==> config.mk <==
export PLATFORM = sky130hd
export DESIGN_NAME = pcUnit
export DESIGN_NICKNAME = d
export VERILOG_FILES = /design/src/cpuPkg.sv /design/src/pcUnit.sv
export SDC_FILE = /design/constraint.sdc
export NUM_CORES = 1
export LEC_CHECK = 0
export CAP_MARGIN = 20
export CORE_ASPECT_RATIO = 0.5
export CORE_MARGIN = 2
export CORE_UTILIZATION = 55
export CTS_BUF_LIST = sky130_fd_sc_hd__clkbuf_16
export DETAILED_ROUTE_END_ITERATION = 10
export DONT_BUFFER_PORTS = 1
export GPL_ROUTABILITY_DRIVEN = 0
export HOLD_SLACK_MARGIN = 0.12
export PLACE_DENSITY_LB_ADDON = 0.2
export SYNTH_ARGS = -nofsm -noshare
export SYNTH_HDL_FRONTEND = slang
export SYNTH_SLANG_ARGS = --single-unit
==> constraint.sdc <==
create_clock -name clk -period 2.1 [get_ports clk]
set_input_delay 0.42 -clock clk [delete_from_list [all_inputs] [get_ports clk]]
set_output_delay 0.42 -clock clk [all_outputs]
set_load 0.05 [all_outputs]
==> src/cpuPkg.sv <==
package cpuPkg;

    localparam int regCount = 32;

    typedef logic [31:0] wordT;
    typedef logic [4:0]  regAddrT;

    //////////////////////////////
    // Instruction fields

    typedef enum logic [5:0] {
        opRtype = 6'd0,
        opJ     = 6'd2,
        opJal   = 6'd3,
        opBeq   = 6'd4,
        opBne   = 6'd5,
        opAddi  = 6'd8,
        opAddiu = 6'd9,
        opSlti  = 6'd10,
        opAndi  = 6'd12,
        opOri   = 6'd13,
        opXori  = 6'd14,
        opLw    = 6'd35,
        opSw    = 6'd43,
        opBgt   = 6'd48,   // Extended branches, moved clear of lw
        opBge   = 6'd49,
        opBlt   = 6'd50,
        opBle   = 6'd51,
        opBleu  = 6'd52,
        opBgtu  = 6'd53,
        opSeqi  = 6'd54
    } opcodeT;

    typedef enum logic [5:0] {
        fnSll  = 6'd0,
        fnSrl  = 6'd2,
        fnSra  = 6'd3,
        fnJr   = 6'd8,
        fnAdd  = 6'd32,
        fnAddu = 6'd33,
        fnSub  = 6'd34,
        fnSubu = 6'd35,
        fnAnd  = 6'd36,
        fnOr   = 6'd37,
        fnXor  = 6'd38,
        fnSlt  = 6'd42,
        fnSeq  = 6'd48
    } functT;

    //////////////////////////////
    // Decode results

    // Main decoder to ALU decoder
    typedef enum logic [2:0] {
        reqRtype, reqAdd, reqAddu, reqAnd, reqOr, reqXor, reqSlt, reqSeq
    } aluReqT;

    typedef enum logic [3:0] {
        aluAdd, aluAddu, aluSub, aluSubu, aluAnd, aluOr,
        aluXor, aluSlt, aluSeq, aluSll, aluSrl, aluSra
    } aluOpT;

    typedef enum logic [3:0] {
        brNone, brEq, brNe, brGt, brGe, brLt, brLe, brLeu, brGtu
    } branchCondT;

    typedef enum logic [1:0] {wbAlu, wbMem, wbLink} wbSelT;
    typedef enum logic [1:0] {dstRt, dstRd, dstRa} dstSelT;

endpackage

==> src/pcUnit.sv <==
`timescale 1ns/1ns

module pcUnit import cpuPkg::*; #(
    parameter int pcBits = 10
) (
    input  logic        clk,
    input  logic        rst,
    input  logic        hold,
    input  logic        jump,
    input  logic        jumpReg,
    input  logic        branchTaken,
    input  logic [25:0] jumpIndex,
    input  wordT        branchOffset,
    input  wordT        regTarget,
    output wordT        pc,
    output wordT        pcPlusOne
);

    logic [pcBits-1:0] pcReg;   // Word address, only as wide as imem
    wordT              nextPc;

    assign pc        = wordT'(pcReg);
    assign pcPlusOne = pc + 32'd1;

    always_comb begin
        if (jumpReg) begin
            nextPc = regTarget;
        end else if (jump) begin
            nextPc = {pcPlusOne[31:28], 2'b00, jumpIndex};   // Bits 27:26 forced low
        end else if (branchTaken) begin
            nextPc = pcPlusOne + branchOffset;
        end else begin
            nextPc = pcPlusOne;
        end
    end

    always_ff @(posedge clk) begin
        if (rst) begin
            pcReg <= '0;
        end else if (!hold) begin
            pcReg <= nextPc[pcBits-1:0];
        end
    end

endmodule

==> results.toml <==
[logic_synthesis]
synth_edf_count = 0
avgSynthCellArea_sq_um = 7.48
ys_top_cells_by_area = "buf_4 20%, dfxtp_1 13%, ha_1 7.9%"
netlist_instances = 213
synth.cell_area_sq_mm = 0.00159
postSynth.asyncResetShare = 0
ys_seq_area_frac = 0.126
ys_warn_count = 0
synth-main-ff-cell = "dfxtp_1"
synth-seq-cells = 10
yosys.area.top_type = "buf_4"
synth_cell_types = 46
synth_top_area_share = 0.203

[sta]
maxSlewViolCount = 0
period_share = 1.13
worst_slack_ns = -0.264
setup_violations = 8
fin_skew_ns = 0.00361
rsz0062_at_grt = "yes"
hold_viol_final = 0
layout_min_cycle_time_ns = 2.36
max_freq_mhz = 423
hold_ws_ns = 0.239

[power]
fin_total_pwr_mw = 1.41
p_per_area_mw_per_mm2 = 586
pwr-share-comb = 0.585
switching_share = 0.466
seqPwrFrac = 0.161
power.leakage_nw = 1.08
ir_drop_mv = 0.508
p_clk_frac = 0.255
internal-power_uw = 756
p_sw_uw = 659

[clocking]
cts_buffers = 3
cts-root-buf = "clkbuf_16"
clkLatencyLatePin_ns = 0.24
ctsHoldBuffers = 0
clock_path_buffers = 2
htreeDepth = 1
cts.sinks = 10
cts_tree = "yes"
clk_pin_slew_ns = 0.05

[global_route]
grt_pass1_vias = 1653
grt_pass1_wl_um = 7500
grt.overflow.total = 0
grtUsageTotal = 0.288
grt_start_max_net_pins = 20
antenna_found_initial = 0

[floorplan]
boundaryPins = 160
die_w_um = 80.1
die-area_sq_mm = 0.00337
start_util = 0.597
fp.dieH_um = 42.1
rows = 13
core_sq_mm = 0.00267

[final_layout]
final_cells = 301
layout_commonest_cell = "buf_4"
largestRegisters = "pcReg (10)"
layout.nets = 372
syn_to_final_growth_pct = 51.6
diodes = 0
largest_register_ffs = 10
n_fill_cell = 105
drive_gt1_frac = 0.420
top_register = "pcReg"
layout_common_cells = "46 x buf_4, 43 x conb_1, 15 x nor2_1, 12 x nand2_1, 10 x a21oi_1"

[route]
ant_nets = 0
wl_per_cell_um = 19.8
finalWirelength_um = 5970
routed-via-count = 1926
dr.pass1.iters = 6
drc = 0
viasPerCell = 6.40
drtIter0Drc = 317

[status]
violations = "setup timing"
status = "complete, but fails checks"

[worst_setup_path]
path_delay_family = "simple AND/OR/NAND/NOR gates"
cp-startpoint = "pcReg[0]"
reg2reg_from = "pcReg[0]"
worstPathRequired_ns = 2.23
slowest_delay_ns = 0.38
r2r_cells = 9
cp-start-kind = "register"
cp_max_fo = 6
worstPathCellList = "nand3_4, nor3_4, xor2_4, ha_4, a211o_1, o32a_1, and4bb_1, mux2i_1, nor2_1"
crit_end = "pcReg[9]"
arrival_ns = 2.50
critPathCaptureType = "register"
crit_buf_inv = 0
r2r_end = "pcReg[9]"
path_depth = 9
critPathSlowestCell = "dfxtp_4"
critPathKind = "register to register"
r2r_setup_slack_ns = -0.26

[placed_design]
io_buffers = 0
place_ws_ns = -0.268
dp.final_hpwl_um = 3810
dp_cells = 293

[run]
max-cap-violations = 0

[min_path]
min_path_type = "primary input to register"
## power groups by stage
stage,combinational (mW),clock (mW),sequential [mW]
floorplan,0.559,0,0.290
global placement,0.688,0,0.228
detailed placement,0.706,0,0.228
CTS,0.727,0.347,0.226
global route,0.864,0.370,0.228
finish,0.827,0.360,0.227
## area by class of cell
type | instances | area, sq um | area share
well taps | 37 | 46.3 | 0.0192
clock buffers | 3 | 75.1 | 0.0311
inverters | 8 | 30.0 | 0.0124
clock inverters | 1 | 3.75 | 0.00155
multi-input cells | 186 | 1560 | 0.646
flip-flops and latches | 10 | 225 | 0.0933
repair buffers | 56 | 475 | 0.197
## layer usage
metal,track usage,part of all wire
met5,0,0
met4,0.0949,0.050
met3,0.0711,0.13
met2,0.530,0.46
met1,0.327,0.36
## synth_stat cells (3+ instances only)
| cell type | n |
|---|---|
| a211oi_1 | 6 |
| a21o_1 | 4 |
| a21oi_1 | 13 |
| buf_4 | 43 |
| clkbuf_1 | 4 |
| dfxtp_1 | 10 |
| ha_1 | 10 |
| inv_1 | 7 |
| mux2i_1 | 6 |
| nand2_1 | 15 |
| nand3_1 | 5 |
| nor2_1 | 18 |
| nor3_1 | 7 |
| o21a_1 | 5 |
| o21ai_0 | 10 |
| o22ai_1 | 3 |
| xnor2_1 | 6 |
| xor2_1 | 6 |
## worst min-delay path by stage
stage               from  endpoint  cells after the start
finish               rst  pcReg[4]                      1
global placement     rst  pcReg[2]                      1
detailed placement   rst  pcReg[2]                      1
global route         rst  pcReg[4]                      1
CTS                  rst  pcReg[2]                      1
floorplan            rst  pcReg[9]                      2
## stage by stage
stage | TNS (ns) | area, sq um | utilization
floorplan | -3.12 | 2040 | -
global placement | -0.730 | 2120 | 0.795
detailed placement | -1.09 | 2120 | 0.795
CTS | -0.823 | 2240 | 0.841
global route | -1.81 | 2410 | 0.905
finish | -1.33 | 2410 | 0.905
## kinds of logic (layout without fill, tap and decap cells)
logic type,count (synthesis),after routing,share of synthesized area
AO/OA/AOI/OAI,56,56,0.239
XOR/XNOR,12,12,0.0660
adder cells (fa/ha/maj),11,11,0.0911
buffers and inverters,59,68,0.257
flip-flops,10,10,0.126
multiplexers,6,6,0.0377
other,1,43,0.00235
AND/OR/NAND/NOR,58,58,0.181
## timing repair
action | CTS | global route
pin swaps | 4 | 11
setup buffers | 1 | 3
resized for setup | 10 | 27
setup endpoints to repair | 8 | 9
cloned | 0 | 0
hold endpoints to repair | 0 | 0
Note: power is estimated with default switching activity, not from simulation.
