File: src/cpuPkg.sv
package cpuPkg;

    localparam int regCount = 32;

    typedef logic [31:0] wordT;
    typedef logic [4:0]  regAddrT;

    //////////////////////////////
    // Instruction fields

    typedef enum logic [5:0] {
        opRtype = 6'd0,
        opJ     = 6'd2,
        opJal   = 6'd3,
        opBeq   = 6'd4,
        opBne   = 6'd5,
        opAddi  = 6'd8,
        opAddiu = 6'd9,
        opSlti  = 6'd10,
        opAndi  = 6'd12,
        opOri   = 6'd13,
        opXori  = 6'd14,
        opLw    = 6'd35,
        opSw    = 6'd43,
        opBgt   = 6'd48,   // Extended branches, moved clear of lw
        opBge   = 6'd49,
        opBlt   = 6'd50,
        opBle   = 6'd51,
        opBleu  = 6'd52,
        opBgtu  = 6'd53,
        opSeqi  = 6'd54
    } opcodeT;

    typedef enum logic [5:0] {
        fnSll  = 6'd0,
        fnSrl  = 6'd2,
        fnSra  = 6'd3,
        fnJr   = 6'd8,
        fnAdd  = 6'd32,
        fnAddu = 6'd33,
        fnSub  = 6'd34,
        fnSubu = 6'd35,
        fnAnd  = 6'd36,
        fnOr   = 6'd37,
        fnXor  = 6'd38,
        fnSlt  = 6'd42,
        fnSeq  = 6'd48
    } functT;

    //////////////////////////////
    // Decode results

    // Main decoder to ALU decoder
    typedef enum logic [2:0] {
        reqRtype, reqAdd, reqAddu, reqAnd, reqOr, reqXor, reqSlt, reqSeq
    } aluReqT;

    typedef enum logic [3:0] {
        aluAdd, aluAddu, aluSub, aluSubu, aluAnd, aluOr,
        aluXor, aluSlt, aluSeq, aluSll, aluSrl, aluSra
    } aluOpT;

    typedef enum logic [3:0] {
        brNone, brEq, brNe, brGt, brGe, brLt, brLe, brLeu, brGtu
    } branchCondT;

    typedef enum logic [1:0] {wbAlu, wbMem, wbLink} wbSelT;
    typedef enum logic [1:0] {dstRt, dstRd, dstRa} dstSelT;

endpackage

File: src/alu.sv
`timescale 1ns/1ns

module alu import cpuPkg::*; (
    input  wordT       opA,
    input  wordT       opB,
    input  logic [4:0] shamt,
    input  aluOpT      aluOp,
    input  branchCondT branchCond,
    output wordT       result,
    output logic       branchTaken
);

    always_comb begin
        case (aluOp)
            aluAdd, aluAddu: result = opA + opB;   // No overflow trap either way
            aluSub, aluSubu: result = opA - opB;
            aluAnd:          result = opA & opB;
            aluOr:           result = opA | opB;
            aluXor:          result = opA ^ opB;
            aluSlt:          result = wordT'($signed(opA) < $signed(opB));
            aluSeq:          result = wordT'(opA == opB);
            aluSll:          result = opB << shamt;
            aluSrl:          result = opB >> shamt;
            aluSra:          result = wordT'($signed(opB) >>> shamt);
            default:         result = '0;
        endcase
    end

    // Branch comparator, rs against rt
    always_comb begin
        case (branchCond)
            brEq:    branchTaken = (opA == opB);
            brNe:    branchTaken = (opA != opB);
            brGt:    branchTaken = ($signed(opA) > $signed(opB));
            brGe:    branchTaken = ($signed(opA) >= $signed(opB));
            brLt:    branchTaken = ($signed(opA) < $signed(opB));
            brLe:    branchTaken = ($signed(opA) <= $signed(opB));
            brLeu:   branchTaken = (opA <= opB);
            brGtu:   branchTaken = (opA > opB);
            default: branchTaken = 1'b0;
        endcase
    end

endmodule

File: config.mk
export PLATFORM = sky130hd
export DESIGN_NAME = alu
export DESIGN_NICKNAME = d
export VERILOG_FILES = /design/src/cpuPkg.sv /design/src/alu.sv
export SDC_FILE = /design/constraint.sdc
export NUM_CORES = 1
export LEC_CHECK = 0
export BUFFER_PORTS_ARGS = -buffer_cell sky130_fd_sc_hd__buf_2
export CAP_MARGIN = 20
export CORE_ASPECT_RATIO = 1.4
export CORE_MARGIN = 2
export CORE_UTILIZATION = 55
export DETAILED_ROUTE_END_ITERATION = 6
export PLACE_DENSITY = 0.85
export SLEW_MARGIN = 20
export SYNTH_ARGS = -nofsm -noshare
export SYNTH_HDL_FRONTEND = slang
export SYNTH_SLANG_ARGS = --single-unit
File: constraint.sdc
create_clock -name vclk -period 8.7
set_input_delay 1.74 -clock vclk [all_inputs]
set_output_delay 1.74 -clock vclk [all_outputs]
set_load 0.02 [all_outputs]
==> results of run 1 <==
==> cell usage in the layout, fill, tap and decap left out, types with 7 or more instances in the layout <==
cell type and n:
nand2b_1 10, o211ai_1 34, nor3_1 33, buf_4 17, or3_1 7, o221ai_1 11
mux4_2 51, and3_1 7, o21bai_1 9, nand3_1 33, a21oi_1 114, mux2_2 27
xnor2_1 14, nand4_1 13, mux2i_1 48, nand2_1 112, o2111ai_1 13, a31oi_1 14
inv_1 103, nor2b_1 13, a211oi_1 31, a221oi_1 14, or2_2 7, buf_2 108
o31ai_1 10, o21ai_0 80, ha_1 96, a211o_1 10, nor4_1 10, a21o_1 14
nor2_1 141, a2111oi_0 8, a221o_1 9
==> worst paths after layout <==
path / from / to / cells after the start
setup / recovery: opB[6] / result[19] / 12
hold / removal: branchCond[3] / branchTaken / 3
==> worst max-delay path: cells and delay by family <==
kind	cells	cell delay [ps]
compound gates	6	1870
simple gates	1	790
fa+ha+maj	1	460
buf+inv	3	450
xor+xnor	1	210
==> routing by layer <==
metal  track usage  part of all wire  up-vias
met5             0                 0        -
met4         0.272             0.088        0
met3        0.0466             0.094      217
met2         0.694              0.46      785
met1         0.512              0.36     5127
li1              -                 -     4943
==> power by group <==
part / total (W) / internal [W] / switching (W)
registers: 0 / 0 / 0
logic: 0.000667 / 0.000238 / 0.000429
clock network: 0 / 0 / 0
==> cell type report <==
| class | instances | area [um^2] | area share |
|---|---|---|---|
| multi-input cells | 1093 | 8210 | 0.862 |
| repair buffers | 125 | 668 | 0.0701 |
| inverters | 107 | 402 | 0.0421 |
| well taps | 199 | 249 | 0.0261 |
==> cell families after synthesis <==
kind of cell	count (synthesis)	share of synthesized area
compound gates	436	0.325
fa+ha+maj	98	0.137
xor+xnor	14	0.0136
buf+inv	211	0.0921
mux	128	0.217
simple gates	417	0.215
==> cell usage after synthesis, types with 14 or more instances <==
library cell / instances
mux2_2: 27
o21ai_0: 80
buf_2: 14
a21o_1: 14
o211ai_1: 34
clkbuf_1: 73
nand3_1: 33
a21oi_1: 114
a31oi_1: 14
xnor2_1: 14
mux4_2: 51
ha_1: 96
inv_1: 103
nand2_1: 112
a211oi_1: 31
nor3_1: 33
a221oi_1: 14
nor2_1: 141
mux2i_1: 48
==> per-stage QoR <==
stage	hold WS, ps	util	std cells	area, um^2	setup slack (ps)
3_3_place_gp	3790	0.591	1524	9520	1180
2_1_floorplan	3640	-	1304	9030	2270
4_1_cts	3790	0.592	1524	9530	1600
5_1_grt	3800	0.592	1524	9530	1330
6_report	3790	0.592	1524	9530	1430
3_5_place_dp	3790	0.592	1524	9530	1610
==> out/qor.csv, run 1 <==
metric,value,unit
Vias/cell,7.27,
Seq cells,0,
number of remaining DRC errors,1,
largest net degree at the start of global routing,71,
First-pass DRT Iterations,7,
Max VDD drop,53.0,uV
critical path arrival,5530,ps
Rows,55,
Slew headroom,0.313,
unrepaired setup endpoints after global routing,false,
sequential cell area,0,um^2
Pleak,4.20,nW
cells along the critical path,buf_2 -> inv_1 -> ha_1 -> nor4_2 -> o311ai_0 -> a31oi_1 -> o21ai_0 -> o21ai_0 -> a21oi_1 -> xnor2_1 -> a211o_1 -> buf_2,
dominant cell type by area after synthesis,ha_1,
Mapped Cells,1304,
"Seq/Total Area, Yosys",0,
io pins,110,
Port Buffers,110,
Syn Nets,1479,
nets,1502,
Slew Limit Fails,0,
DPL Wire Length,30600,um
post_cts resized,0,
routability cong.,1.10,
GR Overflow Total,0,
Tot Pwr,0.000667,W
die footprint,17500,um^2
Power Dens Cells,70.0,nW/um^2
Worst-Margin Slew,1020,ps
Mapped Avg Cell Area,6.92,um^2
CP Launch Type,input port,
warning count from the yosys run,0,
Crit Path Max Fanout,12,
hold buffers post-CTS,0,
synth unique cells,80,
initial core utilization,0.561,
Yosys top cell area share,0.133,
setup TNS,0,ps
Antenna diodes,0,
CP required,6960,ps
Vias,11100,
WL/cell,25.2,um
Area contributors post-synth,"ha_1 (13%), mux4_2 (13%), a21oi_1 (6.3%), nor2_1 (5.9%), mux2i_1 (5.3%)",
outcome,"complete, but fails checks",
Die X-Extent,112,um
Final min period,7270,ps
routed wire length,38500,um
DR iter-0 viols,1575,
CP max-delay cell,nor4_2,
failing checks,DRC,
Core ar.,16100,um^2
critical path's largest stage delay,790,ps
period utilization,0.835,
die span in y,156,um
Post-DRT Antenna Nets,0,
first-pass GRT wire length,57800,um
Layout area overhead,5.53,%
mapped cell area,9030,um^2
worst hold-check path type,in2out,
share of layout cells above drive strength 1,0.167,
Clock buffer cells,0,
fillers,1579,
setup repair bufs after CTS,0,
Worst setup EP type,primary output,
number of global-route vias before repair,10300,
# setup viols final,0,
initial antenna violation count,2,
GRT Overall Usage,0.418,
max-cap violations,0,
CP Class,in2out,
final hold violations,0,
Max Clk Rate,138,MHz
No activity file was read; power rests on OpenSTA's default activity.
==> run 2, diff against run 1 <==
--- a/config.mk
+++ b/config.mk
@@ -11,7 +11,7 @@
 export CORE_MARGIN = 2
 export CORE_UTILIZATION = 55
 export DETAILED_ROUTE_END_ITERATION = 6
-export PLACE_DENSITY = 0.85
+export PLACE_DENSITY = 0.88
 export SLEW_MARGIN = 20
 export SYNTH_ARGS = -nofsm -noshare
 export SYNTH_HDL_FRONTEND = slang
==> constraint.sdc (replaced) <==
create_clock -name vclk -period 6.62
set_input_delay 1.324 -clock vclk [all_inputs]
set_output_delay 1.324 -clock vclk [all_outputs]
set_load 0.02 [all_outputs]
==> out/qor.csv, run 2 (synthesis results as in run 1) <==
metric,value,unit,change
initial core utilization,0.561,,unchanged
sequential cell area,0,um^2,unchanged
fin util,0.609,,was 0.592
period utilization,0.934,,
Pleak,4.37,nW,was 4.20 nW
cells along the critical path,buf_2 -> inv_1 -> ha_1 -> nor4_1 -> o311ai_0 -> a31oi_1 -> o2111ai_1 -> nand3_1 -> nand4_1 -> or4b_1 -> nand3_1 -> buf_2,,was buf_2 -> inv_1 -> ha_1 -> nor4_2 -> o311ai_0 -> a31oi_1 -> o21ai_0 -> o21ai_0 -> a21oi_1 -> xnor2_1 -> a211o_1 -> buf_2
setup repair bufs after CTS,0,,unchanged
setup TNS,0,ps,unchanged
most frequent cells in the layout,"nor2_1 (141), a21oi_1 (114), nand2_1 (112), buf_2 (108), inv_1 (103)",,unchanged
max-cap violations,0,,unchanged
CP required,5300,ps,was 6960 ps
Inst Count DP,1558,,was 1524
"most common cell after layout, fill and taps aside",nor2_1,,unchanged
Hold WS,2960,ps,was 3790 ps
Clock buffer cells,0,,unchanged
critical path arrival,4860,ps,was 5530 ps
design area,9810,um^2,was 9530 um^2
die span in y,156,um,unchanged
Max Clk Rate,162,MHz,
Core ar.,16100,um^2,unchanged
unrepaired setup endpoints after global routing,false,,unchanged
CP Launch Type,input port,,unchanged
number of global-route vias before repair,10600,,was 10300
Worst setup EP type,primary output,,unchanged
Die X-Extent,112,um,unchanged
CP max-delay cell,nor4_1,,was nor4_2
critical path's top delay family,simple AND/OR/NAND/NOR gates,,was compound AO/OA/AOI/OAI gates
critical path's largest stage delay,640,ps,was 790 ps
Rows,55,,unchanged
CP Class,in2out,,unchanged
WP depth,12,,unchanged
Final min period,6180,ps,
number of remaining DRC errors,0,,was 1
first-pass GRT wire length,62500,um,was 57800 um
Power Dens Cells,92.7,nW/um^2,was 70.0 nW/um^2
placed inst area,9800,um^2,was 9530 um^2
Port Buffers,110,,unchanged
share of layout cells above drive strength 1,0.187,,was 0.167
Vias,11500,,was 11100
WL/cell,26.9,um,was 25.2 um
Vias/cell,7.34,,was 7.27
GR Overflow Total,0,,unchanged
Slew Limit Fails,0,,unchanged
initial antenna violation count,3,,was 2
GRT Overall Usage,0.460,,was 0.418
worst hold-check path type,in2out,,unchanged
hold buffers post-CTS,0,,unchanged
DR iter-0 viols,1568,,was 1575
DPL Wire Length,33500,um,was 30600 um
Slew headroom,0.317,,was 0.313
First-pass DRT Iterations,6,,was 7
Worst-Margin Slew,1020,ps,about the same
# setup viols final,0,,unchanged
routed wire length,42000,um,was 38500 um
Hold Path Depth,3,,unchanged
io pins,110,,unchanged
CP bufs+invs,3,,unchanged
largest net degree at the start of global routing,45,,was 71
nets,1536,,was 1502
Seq cells,0,,unchanged
outcome,completed,,"was complete, but fails checks"
die footprint,17500,um^2,unchanged
Layout area overhead,8.59,%,was 5.53%
Post-DRT Antenna Nets,0,,unchanged
Layout Cells excl Fill,1559,,was 1524
post_cts resized,0,,unchanged
Max VDD drop,65.6,uV,was 53.0 uV
final hold violations,0,,unchanged
routability cong.,1.13,,was 1.10
Crit Path Max Fanout,11,,was 12
## run 2: cell count changes in the layout (fill, tap and decap cells not counted)
cell / previous run / this run
buf_4: 17 / 49
buf_12: 0 / 2
diode_2: 0 / 1
nor4_1: 10 / 11
nor4_2: 1 / 0
## run 2: final timing paths
path	startpoint	end	slack (ps)
worst max-delay path	opB[7]	result[31]	440
worst min-delay path	branchCond[3]	branchTaken	2960
## run 2: metrics by stage
step	power, W	setup WS [ps]
final	0.000909	439
after floorplan	0.000580	1020
after global routing	0.000959	195
after detailed placement	0.000868	618
after CTS	0.000873	610
after global placement	0.000865	672
## run 2: routing by layer
| layer | wire length (um) | global-route usage | up-vias | share of wire |
|---|---|---|---|---|
| li1 | - | - | 5009 | - |
| met1 | 14400 | 0.548 | 5342 | 0.34 |
| met2 | 19100 | 0.755 | 877 | 0.46 |
| met3 | 5010 | 0.0971 | 218 | 0.12 |
| met4 | 3380 | 0.281 | 4 | 0.080 |
| met5 | 26 | 0 | - | 0.00062 |
## run 2: cell type report
| type | instances | area [um^2] |
|---|---|---|
| Tap cell | 199 | 249 |
| Antenna cell | 1 | 2.50 |
| Inverter | 107 | 402 |
| Multi-Input combinational cell | 1093 | 8200 |
| Fill cell | 1552 | 6300 |
| Timing Repair Buffer | 159 | 948 |
## run 2: power by group
group	leakage (nW)	switching [W]	total, W	internal, W
sequential	0	0	0	0
clock	0.00000634	0	0.00000000000701	0.00000000000701
combinational	4.37	0.000583	0.000909	0.000326
total	4.37	0.000583	0.000909	0.000326
==> run 3, diff against run 2 <==
--- a/config.mk
+++ b/config.mk
@@ -5,13 +5,13 @@
 export SDC_FILE = /design/constraint.sdc
 export NUM_CORES = 1
 export LEC_CHECK = 0
-export BUFFER_PORTS_ARGS = -buffer_cell sky130_fd_sc_hd__buf_2
+export BUFFER_PORTS_ARGS = -buffer_cell sky130_fd_sc_hd__buf_4
 export CAP_MARGIN = 20
 export CORE_ASPECT_RATIO = 1.4
 export CORE_MARGIN = 2
-export CORE_UTILIZATION = 55
+export CORE_UTILIZATION = 57
 export DETAILED_ROUTE_END_ITERATION = 6
-export PLACE_DENSITY = 0.88
+export PLACE_DENSITY = 0.91
 export SLEW_MARGIN = 20
 export SYNTH_ARGS = -nofsm -noshare
 export SYNTH_HDL_FRONTEND = slang
==> out/qor.csv, run 3 (synthesis results as in run 1) <==
metric,value,unit,change
outcome,completed,,unchanged
post_cts resized,0,,unchanged
max-cap violations,0,,unchanged
setup repair bufs after CTS,0,,unchanged
Rows,54,,was 55
routed wire length,41700,um,was 42000 um
largest net degree at the start of global routing,65,,was 45
Slew headroom,0.410,,was 0.317
io pins,110,,unchanged
number of global-route vias before repair,10800,,was 10600
Slew Limit Fails,0,,unchanged
CP Launch Type,input port,,unchanged
"most common cell after layout, fill and taps aside",buf_4,,was nor2_1
initial antenna violation count,1,,was 3
Worst setup EP type,primary output,,unchanged
Worst-Margin Slew,885,ps,was 1020 ps
Clock buffer cells,0,,unchanged
first-pass GRT wire length,61800,um,was 62500 um
share of layout cells above drive strength 1,0.178,,was 0.187
fillers,1489,,was 1552
Post-DRT Antenna Nets,0,,unchanged
DPL Wire Length,32700,um,was 33500 um
routability cong.,1.11,,was 1.13
cells along the critical path,buf_4 -> inv_1 -> ha_1 -> inv_1 -> fa_1 -> nor3b_1 -> o31ai_1 -> nand3_1 -> a221oi_1 -> nand2_1 -> a221o_1 -> nor2b_1 -> o41ai_1 -> buf_4,,was buf_2 -> inv_1 -> ha_1 -> nor4_1 -> o311ai_0 -> a31oi_1 -> o2111ai_1 -> nand3_1 -> nand4_1 -> or4b_1 -> nand3_1 -> buf_2
unrepaired setup endpoints after global routing,false,,unchanged
First-pass DRT Iterations,6,,unchanged
initial core utilization,0.581,,was 0.561
Port Buffers,110,,unchanged
GR Overflow Total,0,,unchanged
CP bufs+invs,4,,was 3
Core ar.,15500,um^2,was 16100 um^2
Die X-Extent,110,um,was 112 um
CP Class,in2out,,unchanged
Max Clk Rate,162,MHz,about the same
Vias/cell,7.44,,was 7.34
GRT Overall Usage,0.483,,was 0.460
worst hold-check path type,in2out,,unchanged
DR iter-0 viols,1648,,was 1568
critical path's top delay family,compound AO/OA/AOI/OAI gates,,was simple AND/OR/NAND/NOR gates
footprint of the multi-input gates,8200,um^2,unchanged
die footprint,16900,um^2,was 17500 um^2
CP required,5300,ps,about the same
# setup viols final,0,,unchanged
critical path's largest stage delay,530,ps,was 640 ps
number of remaining DRC errors,0,,unchanged
sequential cell area,0,um^2,unchanged
setup TNS,0,ps,unchanged
WL/cell,27.1,um,was 26.9 um
CP max-delay cell,a221oi_1,,was nor4_1
Layout area overhead,10.1,%,was 8.59%
Final min period,6160,ps,was 6180 ps
period utilization,0.931,,was 0.934
nets,1522,,was 1536
Crit Path Max Fanout,3,,was 11
hold buffers post-CTS,0,,unchanged
Seq cells,0,,unchanged
WP depth,14,,was 12
critical path arrival,4840,ps,was 4860 ps
Hold Path Depth,3,,unchanged
final hold violations,0,,unchanged
die span in y,153,um,was 156 um
most frequent cells in the layout,"buf_4 (145), nor2_1 (141), a21oi_1 (114), nand2_1 (112), inv_1 (103)",,"was nor2_1 (141), a21oi_1 (114), nand2_1 (112), buf_2 (108), inv_1 (103)"
Vias,11500,,about the same
==> run 3: metal layers <==
layer,GRT usage,up-vias,wire (um)
li1,-,4969,-
met1,0.578,5291,14200
met2,0.751,918,18700
met3,0.0802,287,4640
met4,0.374,2,4240
met5,0,-,12
==> run 3: per-stage QoR <==
stage                     hold WS [ps]  std cells  setup WS (ps)  utilization  cell area [um^2]
after detailed placement          2990       1541            567        0.640              9940
final                             3010       1542            457        0.640              9940
after global placement            3000       1541            648        0.640              9940
after CTS                         2990       1541            549        0.640              9940
after global routing              3010       1541            193        0.640              9940
after floorplan                   2810       1304           1020            -              9030
==> run 3: cell type report <==
type                            instances  share of cell area
Multi-Input combinational cell       1093               0.825
Antenna cell                            1            0.000252
Timing Repair Buffer                  145               0.109
Tap cell                              196              0.0247
Inverter                              107              0.0404
==> run 3: worst min-delay path, delay by kind of cell <==
| kind | cells | cell delay (ps) |
|---|---|---|
| buffers and inverters | 2 | 250 |
| AO/OA/AOI/OAI | 1 | 100 |
==> run 3: path summary, 6_finish.rpt <==
| path | slack (ps) | startpoint | to |
|---|---|---|---|
| worst max-delay path | 460 | opA[0] | branchTaken |
| worst min-delay path | 3010 | branchCond[3] | branchTaken |
