$ cat src/cpuPkg.sv
package cpuPkg;

    localparam int regCount = 32;

    typedef logic [31:0] wordT;
    typedef logic [4:0]  regAddrT;

    //////////////////////////////
    // Instruction fields

    typedef enum logic [5:0] {
        opRtype = 6'd0,
        opJ     = 6'd2,
        opJal   = 6'd3,
        opBeq   = 6'd4,
        opBne   = 6'd5,
        opAddi  = 6'd8,
        opAddiu = 6'd9,
        opSlti  = 6'd10,
        opAndi  = 6'd12,
        opOri   = 6'd13,
        opXori  = 6'd14,
        opLw    = 6'd35,
        opSw    = 6'd43,
        opBgt   = 6'd48,   // Extended branches, moved clear of lw
        opBge   = 6'd49,
        opBlt   = 6'd50,
        opBle   = 6'd51,
        opBleu  = 6'd52,
        opBgtu  = 6'd53,
        opSeqi  = 6'd54
    } opcodeT;

    typedef enum logic [5:0] {
        fnSll  = 6'd0,
        fnSrl  = 6'd2,
        fnSra  = 6'd3,
        fnJr   = 6'd8,
        fnAdd  = 6'd32,
        fnAddu = 6'd33,
        fnSub  = 6'd34,
        fnSubu = 6'd35,
        fnAnd  = 6'd36,
        fnOr   = 6'd37,
        fnXor  = 6'd38,
        fnSlt  = 6'd42,
        fnSeq  = 6'd48
    } functT;

    //////////////////////////////
    // Decode results

    // Main decoder to ALU decoder
    typedef enum logic [2:0] {
        reqRtype, reqAdd, reqAddu, reqAnd, reqOr, reqXor, reqSlt, reqSeq
    } aluReqT;

    typedef enum logic [3:0] {
        aluAdd, aluAddu, aluSub, aluSubu, aluAnd, aluOr,
        aluXor, aluSlt, aluSeq, aluSll, aluSrl, aluSra
    } aluOpT;

    typedef enum logic [3:0] {
        brNone, brEq, brNe, brGt, brGe, brLt, brLe, brLeu, brGtu
    } branchCondT;

    typedef enum logic [1:0] {wbAlu, wbMem, wbLink} wbSelT;
    typedef enum logic [1:0] {dstRt, dstRd, dstRa} dstSelT;

endpackage

$ cat src/aluDecoder.sv
`timescale 1ns/1ns

module aluDecoder import cpuPkg::*; (
    input  aluReqT aluReq,
    input  functT  funct,
    output aluOpT  aluOp,
    output logic   jumpReg
);

    always_comb begin
        aluOp   = aluAdd;
        jumpReg = 1'b0;

        case (aluReq)
            reqRtype: begin
                case (funct)
                    fnAdd:   aluOp = aluAdd;
                    fnAddu:  aluOp = aluAddu;
                    fnSub:   aluOp = aluSub;
                    fnSubu:  aluOp = aluSubu;
                    fnAnd:   aluOp = aluAnd;
                    fnOr:    aluOp = aluOr;
                    fnXor:   aluOp = aluXor;
                    fnSlt:   aluOp = aluSlt;
                    fnSeq:   aluOp = aluSeq;
                    fnSll:   aluOp = aluSll;
                    fnSrl:   aluOp = aluSrl;
                    fnSra:   aluOp = aluSra;
                    fnJr:    jumpReg = 1'b1;   // Result unused
                    default: aluOp = aluAdd;
                endcase
            end
            reqAddu: aluOp = aluAddu;
            reqAnd:  aluOp = aluAnd;
            reqOr:   aluOp = aluOr;
            reqXor:  aluOp = aluXor;
            reqSlt:  aluOp = aluSlt;
            reqSeq:  aluOp = aluSeq;
            default: aluOp = aluAdd;   // addi, lw, sw
        endcase
    end

endmodule

$ cat config.mk
export PLATFORM = sky130hd
export DESIGN_NAME = aluDecoder
export DESIGN_NICKNAME = d
export VERILOG_FILES = /design/src/cpuPkg.sv /design/src/aluDecoder.sv
export SDC_FILE = /design/constraint.sdc
export NUM_CORES = 1
export LEC_CHECK = 0
export ABC_AREA = 1
export BUFFER_PORTS_ARGS = -buffer_cell sky130_fd_sc_hd__buf_4
export CAP_MARGIN = 20
export CORE_AREA = 2 2 39 41
export DETAILED_ROUTE_END_ITERATION = 10
export DIE_AREA = 0 0 41 43
export PLACE_DENSITY = 0.39
export SLEW_MARGIN = 40
export SYNTH_ARGS = -nofsm -noshare
export SYNTH_HDL_FRONTEND = slang
export SYNTH_SLANG_ARGS = --single-unit
$ cat constraint.sdc
create_clock -name vclk -period 0.9
set_input_delay 0.18 -clock vclk [all_inputs]
set_output_delay 0.18 -clock vclk [all_outputs]
set_load 0.005 [all_outputs]
==> out/metrics.yaml, run 1 <==
worstSetupStartpointType: "input port"
die_h_um: 43
synthCells: 52
n_antenna_cell: 0
min_period_ps: 1090
grt_start_max_net_pins: 6
outcome: "complete, but fails checks"
initial_core_util: 0.166
io_buffers: 14
ios: 14
final_common_cell: "buf_4"
avgViaCountPerCell: 4.20
syn_nets: 61
multi_input_area_um2: 248
placed_area_um2: 408
drt_iter0_markers: 7
design_area_um2: 489
p_leak_nw: 0.262
fp-row-count: 14
firstDrtPassIters: 4
slew_violations: 0
nets: 84
seq_cell_count: 0
setup_slack_ps: -188
netlist_area_um2: 230
dr_total_vias: 374
grt_pass1_wl_um: 1360
crit_fanout: 4
slew_headroom: 0.912
rsz0062_at_grt: "true"
n_fill_cell: 160
antenna_found_initial: 0
period_share: 1.21
hold_viol_final: 0
tns_ps: -704
mostFrequentLayoutCells: "buf_4, nand2_1, nand3_1"
post_drt_wl_per_cell_um: 8.28
grt_pass1_vias: 368
worstSetupEndpointType: "output pin"
peakVddDrop_mv: 0.134
clock_buffers: 0
drive_above_1_share: 0.589
die_area_mm2: 0.00176
arrival_ps: 910
wirelength_um: 737
die_x_um: 41
whs_ps: 699
power_density_mw_per_mm2: 395
post_cts_buffers: 0
hold_buffers: 0
core_mm2: 0.00138
setup_viol: 5
drc: 0
gp_congestion: 0.761
min_path_type: "input port to output pin"
yosysUniqueCellTypes: 12
critical_path_class: "input port to output pin"
gr-total-overflow: 0
ys_seq_area_frac: 0
violations: "negative setup slack"
ys_warn_count: 0
ant_nets: 0
grtUsageTotal: 0.103
maxCapViolations: 0
dpl.hpwl_um: 664
seqCellArea_um2: 0
cp.required_ps: 720
syn2layout_area_growth_pct: 112
max_freq_ghz: 0.919
syn_avg_cell_area_um2: 4.43
tightest_slew_ps: 132
==> routing by layer <==
| metal | track usage | wire [µm] |
|---|---|---|
| met5 | 0 | 0 |
| met4 | 0 | 0 |
| met3 | 0 | 56 |
| met2 | 0.194 | 376 |
| met1 | 0.130 | 304 |
==> repair_timing <==
item | 4_1_cts | 5_1_grt
endpoints found under the setup margin | 5 | 5
resized for setup | 26 | 3
gates cloned | 0 | 0
pin swaps | 10 | 5
==> final cells by class <==
| class | count | area share |
|---|---|---|
| inverter | 9 | 0.0767 |
| multi-input combinational | 43 | 0.506 |
| tap | 16 | 0.0409 |
| timing repair buffer | 21 | 0.376 |
==> synth_stat cells (all sizes together) <==
library cell,count,area (µm²)
nor2,11,51.3
nand2,17,63.8
clkinv,1,3.75
xor2,1,8.76
nand3,8,40.0
o21ai,4,20.0
or2,1,6.26
nand4,1,6.26
inv,8,30.0
==> through the flow <==
| stage | total power [W] | utilization | worst slack (ps) | instances |
|---|---|---|---|---|
| 6_report | 0.000193 | 0.354 | -188 | 89 |
| 5_1_grt | 0.000216 | 0.354 | -275 | 89 |
| 4_1_cts | 0.000191 | 0.344 | -221 | 89 |
| 3_5_place_dp | 0.000157 | 0.295 | -285 | 89 |
| 3_3_place_gp | 0.000159 | 0.295 | -325 | 89 |
| 2_1_floorplan | 0.0000593 | - | 22.0 | 52 |
==> worst max-delay path: stages <==
cell and delay, ps:
buf_8 110, nor2_4 140, nand2_2 70, nand2_1 60
nand2_1 60, nand3_2 80, nor2_2 30, nor2_1 70
buf_4 110
==> power breakdown <==
part / switching (W) / internal (W) / total, W
clock network: 0 / 0 / 0
registers: 0 / 0 / 0
logic: 0.0000900 / 0.000103 / 0.000193
==> path summary, 6_finish.rpt <==
path / startpoint / endpoint / slack (ps) / cells past startpoint
max: funct[2] / aluOp[0] / -190 / 9
min: aluReq[2] / aluOp[2] / 700 / 4
==> cells by family (layout without fill, tap and decap cells) <==
group,count (synthesis),count (layout),share of synthesized area
AND/OR/NAND/NOR,38,38,0.728
buffers and inverters,9,30,0.147
XOR/XNOR,1,1,0.0381
AO/OA/AOI/OAI,4,4,0.0870
(Power assumes the default switching activity.)
==> run 2, diff against run 1 <==
--- a/config.mk
+++ b/config.mk
@@ -8,10 +8,12 @@
 export ABC_AREA = 1
 export BUFFER_PORTS_ARGS = -buffer_cell sky130_fd_sc_hd__buf_4
 export CAP_MARGIN = 20
+export CELL_PAD_IN_SITES_DETAIL_PLACEMENT = 2
+export CELL_PAD_IN_SITES_GLOBAL_PLACEMENT = 2
 export CORE_AREA = 2 2 39 41
 export DETAILED_ROUTE_END_ITERATION = 10
 export DIE_AREA = 0 0 41 43
-export PLACE_DENSITY = 0.39
+export PLACE_DENSITY = 0.78
 export SLEW_MARGIN = 40
 export SYNTH_ARGS = -nofsm -noshare
 export SYNTH_HDL_FRONTEND = slang
==> out/metrics.yaml, run 2 (synthesized netlist as in run 1, its figures left out) <==
fp-row-count: 14  # unchanged
holdPathStages: 4  # unchanged
power_frac_clock: 0  # about the same
combPwrFrac: 1.000  # about the same
gr-total-overflow: 0  # unchanged
final_cells: 93  # was 89
syn2layout_area_growth_pct: 130  # was 112%
min_path_type: "input port to output pin"  # unchanged
rsz0062_at_grt: "true"  # unchanged
seq_cell_count: 0  # unchanged
die_h_um: 43  # unchanged
cpPeakStageDelay_ps: 130  # was 140 ps
placed_area_um2: 438  # was 408 µm²
drive_above_1_share: 0.610  # was 0.589
gp_congestion: 0.799  # was 0.761
power_density_mw_per_mm2: 414  # was 395 mW/mm²
n_antenna_cell: 0  # unchanged
avgViaCountPerCell: 4.41  # was 4.20
hold_viol_final: 0  # unchanged
n_fill_cell: 181  # was 160
worstPathCellList: "buf_6, nand2_2, clkinv_2, nand2_2, nand2_1, nand2_1, nand3_2, nor2_1, nor2_1, buf_4"  # was buf_8, nor2_4, nand2_2, nand2_1, nand2_1, nand3_2, nor2_2, nor2_1, buf_4
wirelength_um: 1110  # was 737 µm
slew_headroom: 0.858  # was 0.912
initial_core_util: 0.166  # unchanged
hold_buffers: 0  # unchanged
die_x_um: 41  # unchanged
ios: 14  # unchanged
min_period_ps: 1130  # was 1090 ps
peakVddDrop_mv: 0.123  # was 0.134 mV
drt_iter0_markers: 1  # was 7
io_buffers: 14  # unchanged
timing.critical_path.buf_inv: 3  # was 2
nets: 88  # was 84
critical_path_class: "input port to output pin"  # unchanged
mostFrequentLayoutCells: "buf_4, nand2_1, nand3_1"  # unchanged
p_leak_nw: 0.289  # was 0.262 nW
setup_slack_ps: -227  # was -188 ps
grt_pass1_wl_um: 1810  # was 1360 µm
worstSetupEndpointType: "output pin"  # unchanged
dr_total_vias: 410  # was 374
maxCapViolations: 0  # unchanged
antenna_found_initial: 0  # unchanged
tns_ps: -924  # was -704 ps
hp-start: "aluReq[0]"  # was aluReq[2]
crit_family: "simple AND/OR/NAND/NOR gates"  # unchanged
tightest_slew_ps: 211  # was 132 ps
clock_buffers: 0  # unchanged
design_area_um2: 531  # was 489 µm²
power.net_switching_w: 0.000106  # was 0.0000900 W
max_freq_ghz: 0.888  # was 0.919 GHz
final_common_cell: "buf_4"  # unchanged
swShare: 0.481  # was 0.466
slowest_stage: "buf_4"  # was nor2_4
period_share: 1.25  # was 1.21
seqCellArea_um2: 0  # unchanged
violations: "negative setup slack"  # unchanged
arrival_ps: 950  # was 910 ps
ant_nets: 0  # unchanged
crit_fanout: 5  # was 4
cp.required_ps: 720  # about the same
grt_start_max_net_pins: 6  # unchanged
grtUsageTotal: 0.140  # was 0.103
seqPwrFrac: 0  # about the same
drc: 0  # unchanged
firstDrtPassIters: 2  # was 4
worstSetupStartpointType: "input port"  # unchanged
grt_pass1_vias: 416  # was 368
worstHoldEndpoint: "aluOp[0]"  # was aluOp[2]
core_mm2: 0.00138  # unchanged
post_drt_wl_per_cell_um: 11.9  # was 8.28 µm
outcome: "complete, but fails checks"  # unchanged
p_int_w: 0.000114  # was 0.000103 W
die_area_mm2: 0.00176  # unchanged
setup_viol: 5  # unchanged
dpl.hpwl_um: 980  # was 664 µm
slew_violations: 0  # unchanged
dp.cells: 93  # was 89
==> run 2: cell types whose count changed in the layout (fill, tap and decap cells not counted) <==
cell and delta:
buf_4 +4, buf_6 +1, buf_8 -1, inv_1 +1
inv_2 -2, inv_4 +1, nand2_1 -2, nand2_2 +1
nand2_4 +1, nor2_1 +1, nor2_2 -2, nor2_4 +1
==> run 2: timing repair <==
item / CTS / global route
pin swaps: 3 / 6
setup endpoints to repair: 5 / 5
endpoints found under the hold margin: 0 / 0
setup buffers: 0 / 0
gates resized for setup: 20 / 11
==> run 2: power groups by stage <==
stage	combinational (W)	clock, W	sequential (W)
final	0.000220	0	0
after global routing	0.000240	0	0
after CTS	0.000205	0	0
after detailed placement	0.000178	0	0
after global placement	0.000169	0	0
after floorplan	0.0000593	0	0
==> run 2: worst min-delay path, stage by stage <==
cell	delay, ps
buf_4	90
buf_4	110
nor2_1	40
buf_4	120
==> run 2: worst max-delay path by stage <==
| stage | to | cells past startpoint | start | slack, ps |
|---|---|---|---|---|
| after global placement | aluOp[0] | 9 | funct[1] | -270 |
| after global routing | aluOp[0] | 10 | funct[0] | -320 |
| after detailed placement | aluOp[3] | 7 | funct[3] | -330 |
| after CTS | aluOp[0] | 9 | funct[3] | -230 |
| final | aluOp[0] | 10 | funct[0] | -230 |
| after floorplan | aluOp[0] | 7 | funct[3] | 20 |
==> run 2: stage by stage <==
| step | hold slack, ps | setup WS (ps) | util | power, W |
|---|---|---|---|---|
| floorplan | 391 | 22.0 | - | 0.0000593 |
| global placement | 692 | -273 | 0.316 | 0.000169 |
| detailed placement | 718 | -332 | 0.316 | 0.000178 |
| CTS | 726 | -231 | 0.355 | 0.000205 |
| global route | 740 | -324 | 0.383 | 0.000240 |
| finish | 715 | -227 | 0.383 | 0.000220 |
==> run 2: area by class of cell <==
class / instances / area, µm² / area share
Inverter: 9 / 40.0 / 0.0755
Tap cell: 16 / 20.0 / 0.0377
Multi-Input combinational cell: 43 / 260 / 0.491
Timing Repair Buffer: 25 / 210 / 0.396
==> run 2: metal layers <==
metal	GRT usage	wire, µm	vias to the layer above
li1	-	-	213
met4	0	0	0
met3	0	15	0
met2	0.228	583	4
met5	0	0	-
met1	0.212	507	193
==> run 3, diff against run 2 <==
==> constraint.sdc (replaced) <==
create_clock -name vclk -period 0.9
set_input_delay 0.135 -clock vclk [all_inputs]
set_output_delay 0.135 -clock vclk [all_outputs]
set_load 0.005 [all_outputs]
==> out/metrics.yaml, run 3 (synthesized netlist as in run 1, its figures left out) <==
firstDrtPassIters: 1  # was 2
crit_fanout: 4  # was 5
clock_buffers: 0  # unchanged
dp.cells: 92  # was 93
seq_cell_count: 0  # unchanged
die_h_um: 43  # unchanged
worstSetupEndpointType: "output pin"  # unchanged
nets: 87  # was 88
slowest_stage: "nor2_4"  # was buf_4
drt_iter0_markers: 0  # was 1
min_path_type: "input port to output pin"  # unchanged
swShare: 0.479  # was 0.481
drive_above_1_share: 0.592  # was 0.610
max_freq_ghz: 0.978  # was 0.888 GHz
core_mm2: 0.00138  # unchanged
setup_slack_ps: -123  # was -227 ps
cpPeakStageDelay_ps: 160  # was 130 ps
period_share: 1.14  # was 1.25
cp.depth: 9  # was 10
power_density_mw_per_mm2: 408  # was 414 mW/mm²
final_common_cell: "buf_4"  # unchanged
maxCapViolations: 0  # unchanged
post_cts_buffers: 0  # unchanged
crit_family: "simple AND/OR/NAND/NOR gates"  # unchanged
mostFrequentLayoutCells: "buf_4, nand2_1, nand3_1"  # unchanged
tns_ps: -410  # was -924 ps
outcome: "complete, but fails checks"  # unchanged
antenna_found_initial: 0  # unchanged
avgViaCountPerCell: 4.37  # was 4.41
ant_nets: 0  # unchanged
grt_start_max_net_pins: 6  # unchanged
fp-row-count: 14  # unchanged
seqCellArea_um2: 0  # unchanged
slew_headroom: 0.874  # was 0.858
slew_violations: 0  # unchanged
dpl.hpwl_um: 919  # was 980 µm
tightest_slew_ps: 188  # was 211 ps
die_area_mm2: 0.00176  # unchanged
min_period_ps: 1020  # was 1130 ps
cp.required_ps: 760  # was 720 ps
n_fill_cell: 178  # was 181
p_int_w: 0.000105  # was 0.000114 W
worstSetupStartpointType: "input port"  # unchanged
wirelength_um: 1050  # was 1110 µm
p_leak_nw: 0.271  # was 0.289 nW
final_cells: 92  # was 93
dr_total_vias: 402  # was 410
grt_pass1_wl_um: 1660  # was 1810 µm
io_buffers: 14  # unchanged
combPwrFrac: 1.000  # about the same
timing.critical_path.buf_inv: 2  # was 3
holdPathStages: 4  # unchanged
peakVddDrop_mv: 0.129  # was 0.123 mV
die_x_um: 41  # unchanged
gp_congestion: 0.704  # was 0.799
setup_viol: 5  # unchanged
ios: 14  # unchanged
power_frac_clock: 0  # about the same
post_drt_wl_per_cell_um: 11.4  # was 11.9 µm
drc: 0  # unchanged
seqPwrFrac: 0  # about the same
n_antenna_cell: 0  # unchanged
grtUsageTotal: 0.130  # was 0.140
rsz0062_at_grt: "true"  # unchanged
initial_core_util: 0.166  # unchanged
violations: "negative setup slack"  # unchanged
syn2layout_area_growth_pct: 115  # was 130%
critical_path_class: "input port to output pin"  # unchanged
grt_pass1_vias: 424  # was 416
hold_viol_final: 0  # unchanged
worstPathCellList: "buf_8, nor2_4, nand2_2, nand2_1, nand2_1, nand3_1, nor2_1, nor2_1, buf_4"  # was buf_6, nand2_2, clkinv_2, nand2_2, nand2_1, nand2_1, nand3_2, nor2_1, nor2_1, buf_4
power.net_switching_w: 0.0000967  # was 0.000106 W
gr-total-overflow: 0  # unchanged
arrival_ps: 890  # was 950 ps
==> run 3: cell types whose count changed in the layout (fill, tap and decap cells not counted), sizes merged <==
cell	delta
clkinv	-1
inv	+1
buf	-1
==> run 3: worst min-delay path: stages <==
cell and delay, ps:
buf_4 90, nand2_1 60, nand3_1 80, buf_4 100
==> run 3: final cells by class <==
| class | instances | area (µm²) | share of cell area |
|---|---|---|---|
| multi-input cells | 43 | 243 | 0.491 |
| inverters | 9 | 36.3 | 0.0734 |
| repair buffers | 24 | 195 | 0.395 |
| well taps | 16 | 20.0 | 0.0405 |
==> run 3: power by group through the flow <==
stage / sequential (W) / clock (W) / combinational (W)
final: 0 / 0 / 0.000202
after CTS: 0 / 0 / 0.000200
after global routing: 0 / 0 / 0.000222
after global placement: 0 / 0 / 0.000166
after detailed placement: 0 / 0 / 0.000174
after floorplan: 0 / 0 / 0.0000593
==> run 3: per-stage QoR <==
stage | worst slack [ps] | util | area [µm²] | hold WS, ps | total power [W]
after floorplan | 112 | - | 230 | 301 | 0.0000593
after CTS | -156 | 0.350 | 484 | 612 | 0.000200
after global routing | -215 | 0.357 | 494 | 645 | 0.000222
after detailed placement | -249 | 0.311 | 430 | 613 | 0.000174
final | -123 | 0.357 | 494 | 607 | 0.000202
after global placement | -185 | 0.311 | 430 | 607 | 0.000166
==> run 3: worst paths after layout <==
path	slack, ps	from	to
hold / removal	610	aluReq[2]	aluOp[2]
setup / recovery	-120	funct[3]	aluOp[0]
==> run 3: per-layer routing <==
layer | vias to the layer above | wire length [µm] | track usage
met5 | - | 0 | 0
met4 | 0 | 0 | 0
met3 | 0 | 16 | 0
met2 | 4 | 583 | 0.256
met1 | 189 | 446 | 0.152
li1 | 209 | - | -
==> run 3: repair_timing <==
| item | CTS | global route |
|---|---|---|
| endpoints found under the setup margin | 5 | 5 |
| gates resized for setup | 20 | 4 |
| hold buffers | 0 | 0 |
| pin swaps | 14 | 8 |
| cloned | 0 | 0 |
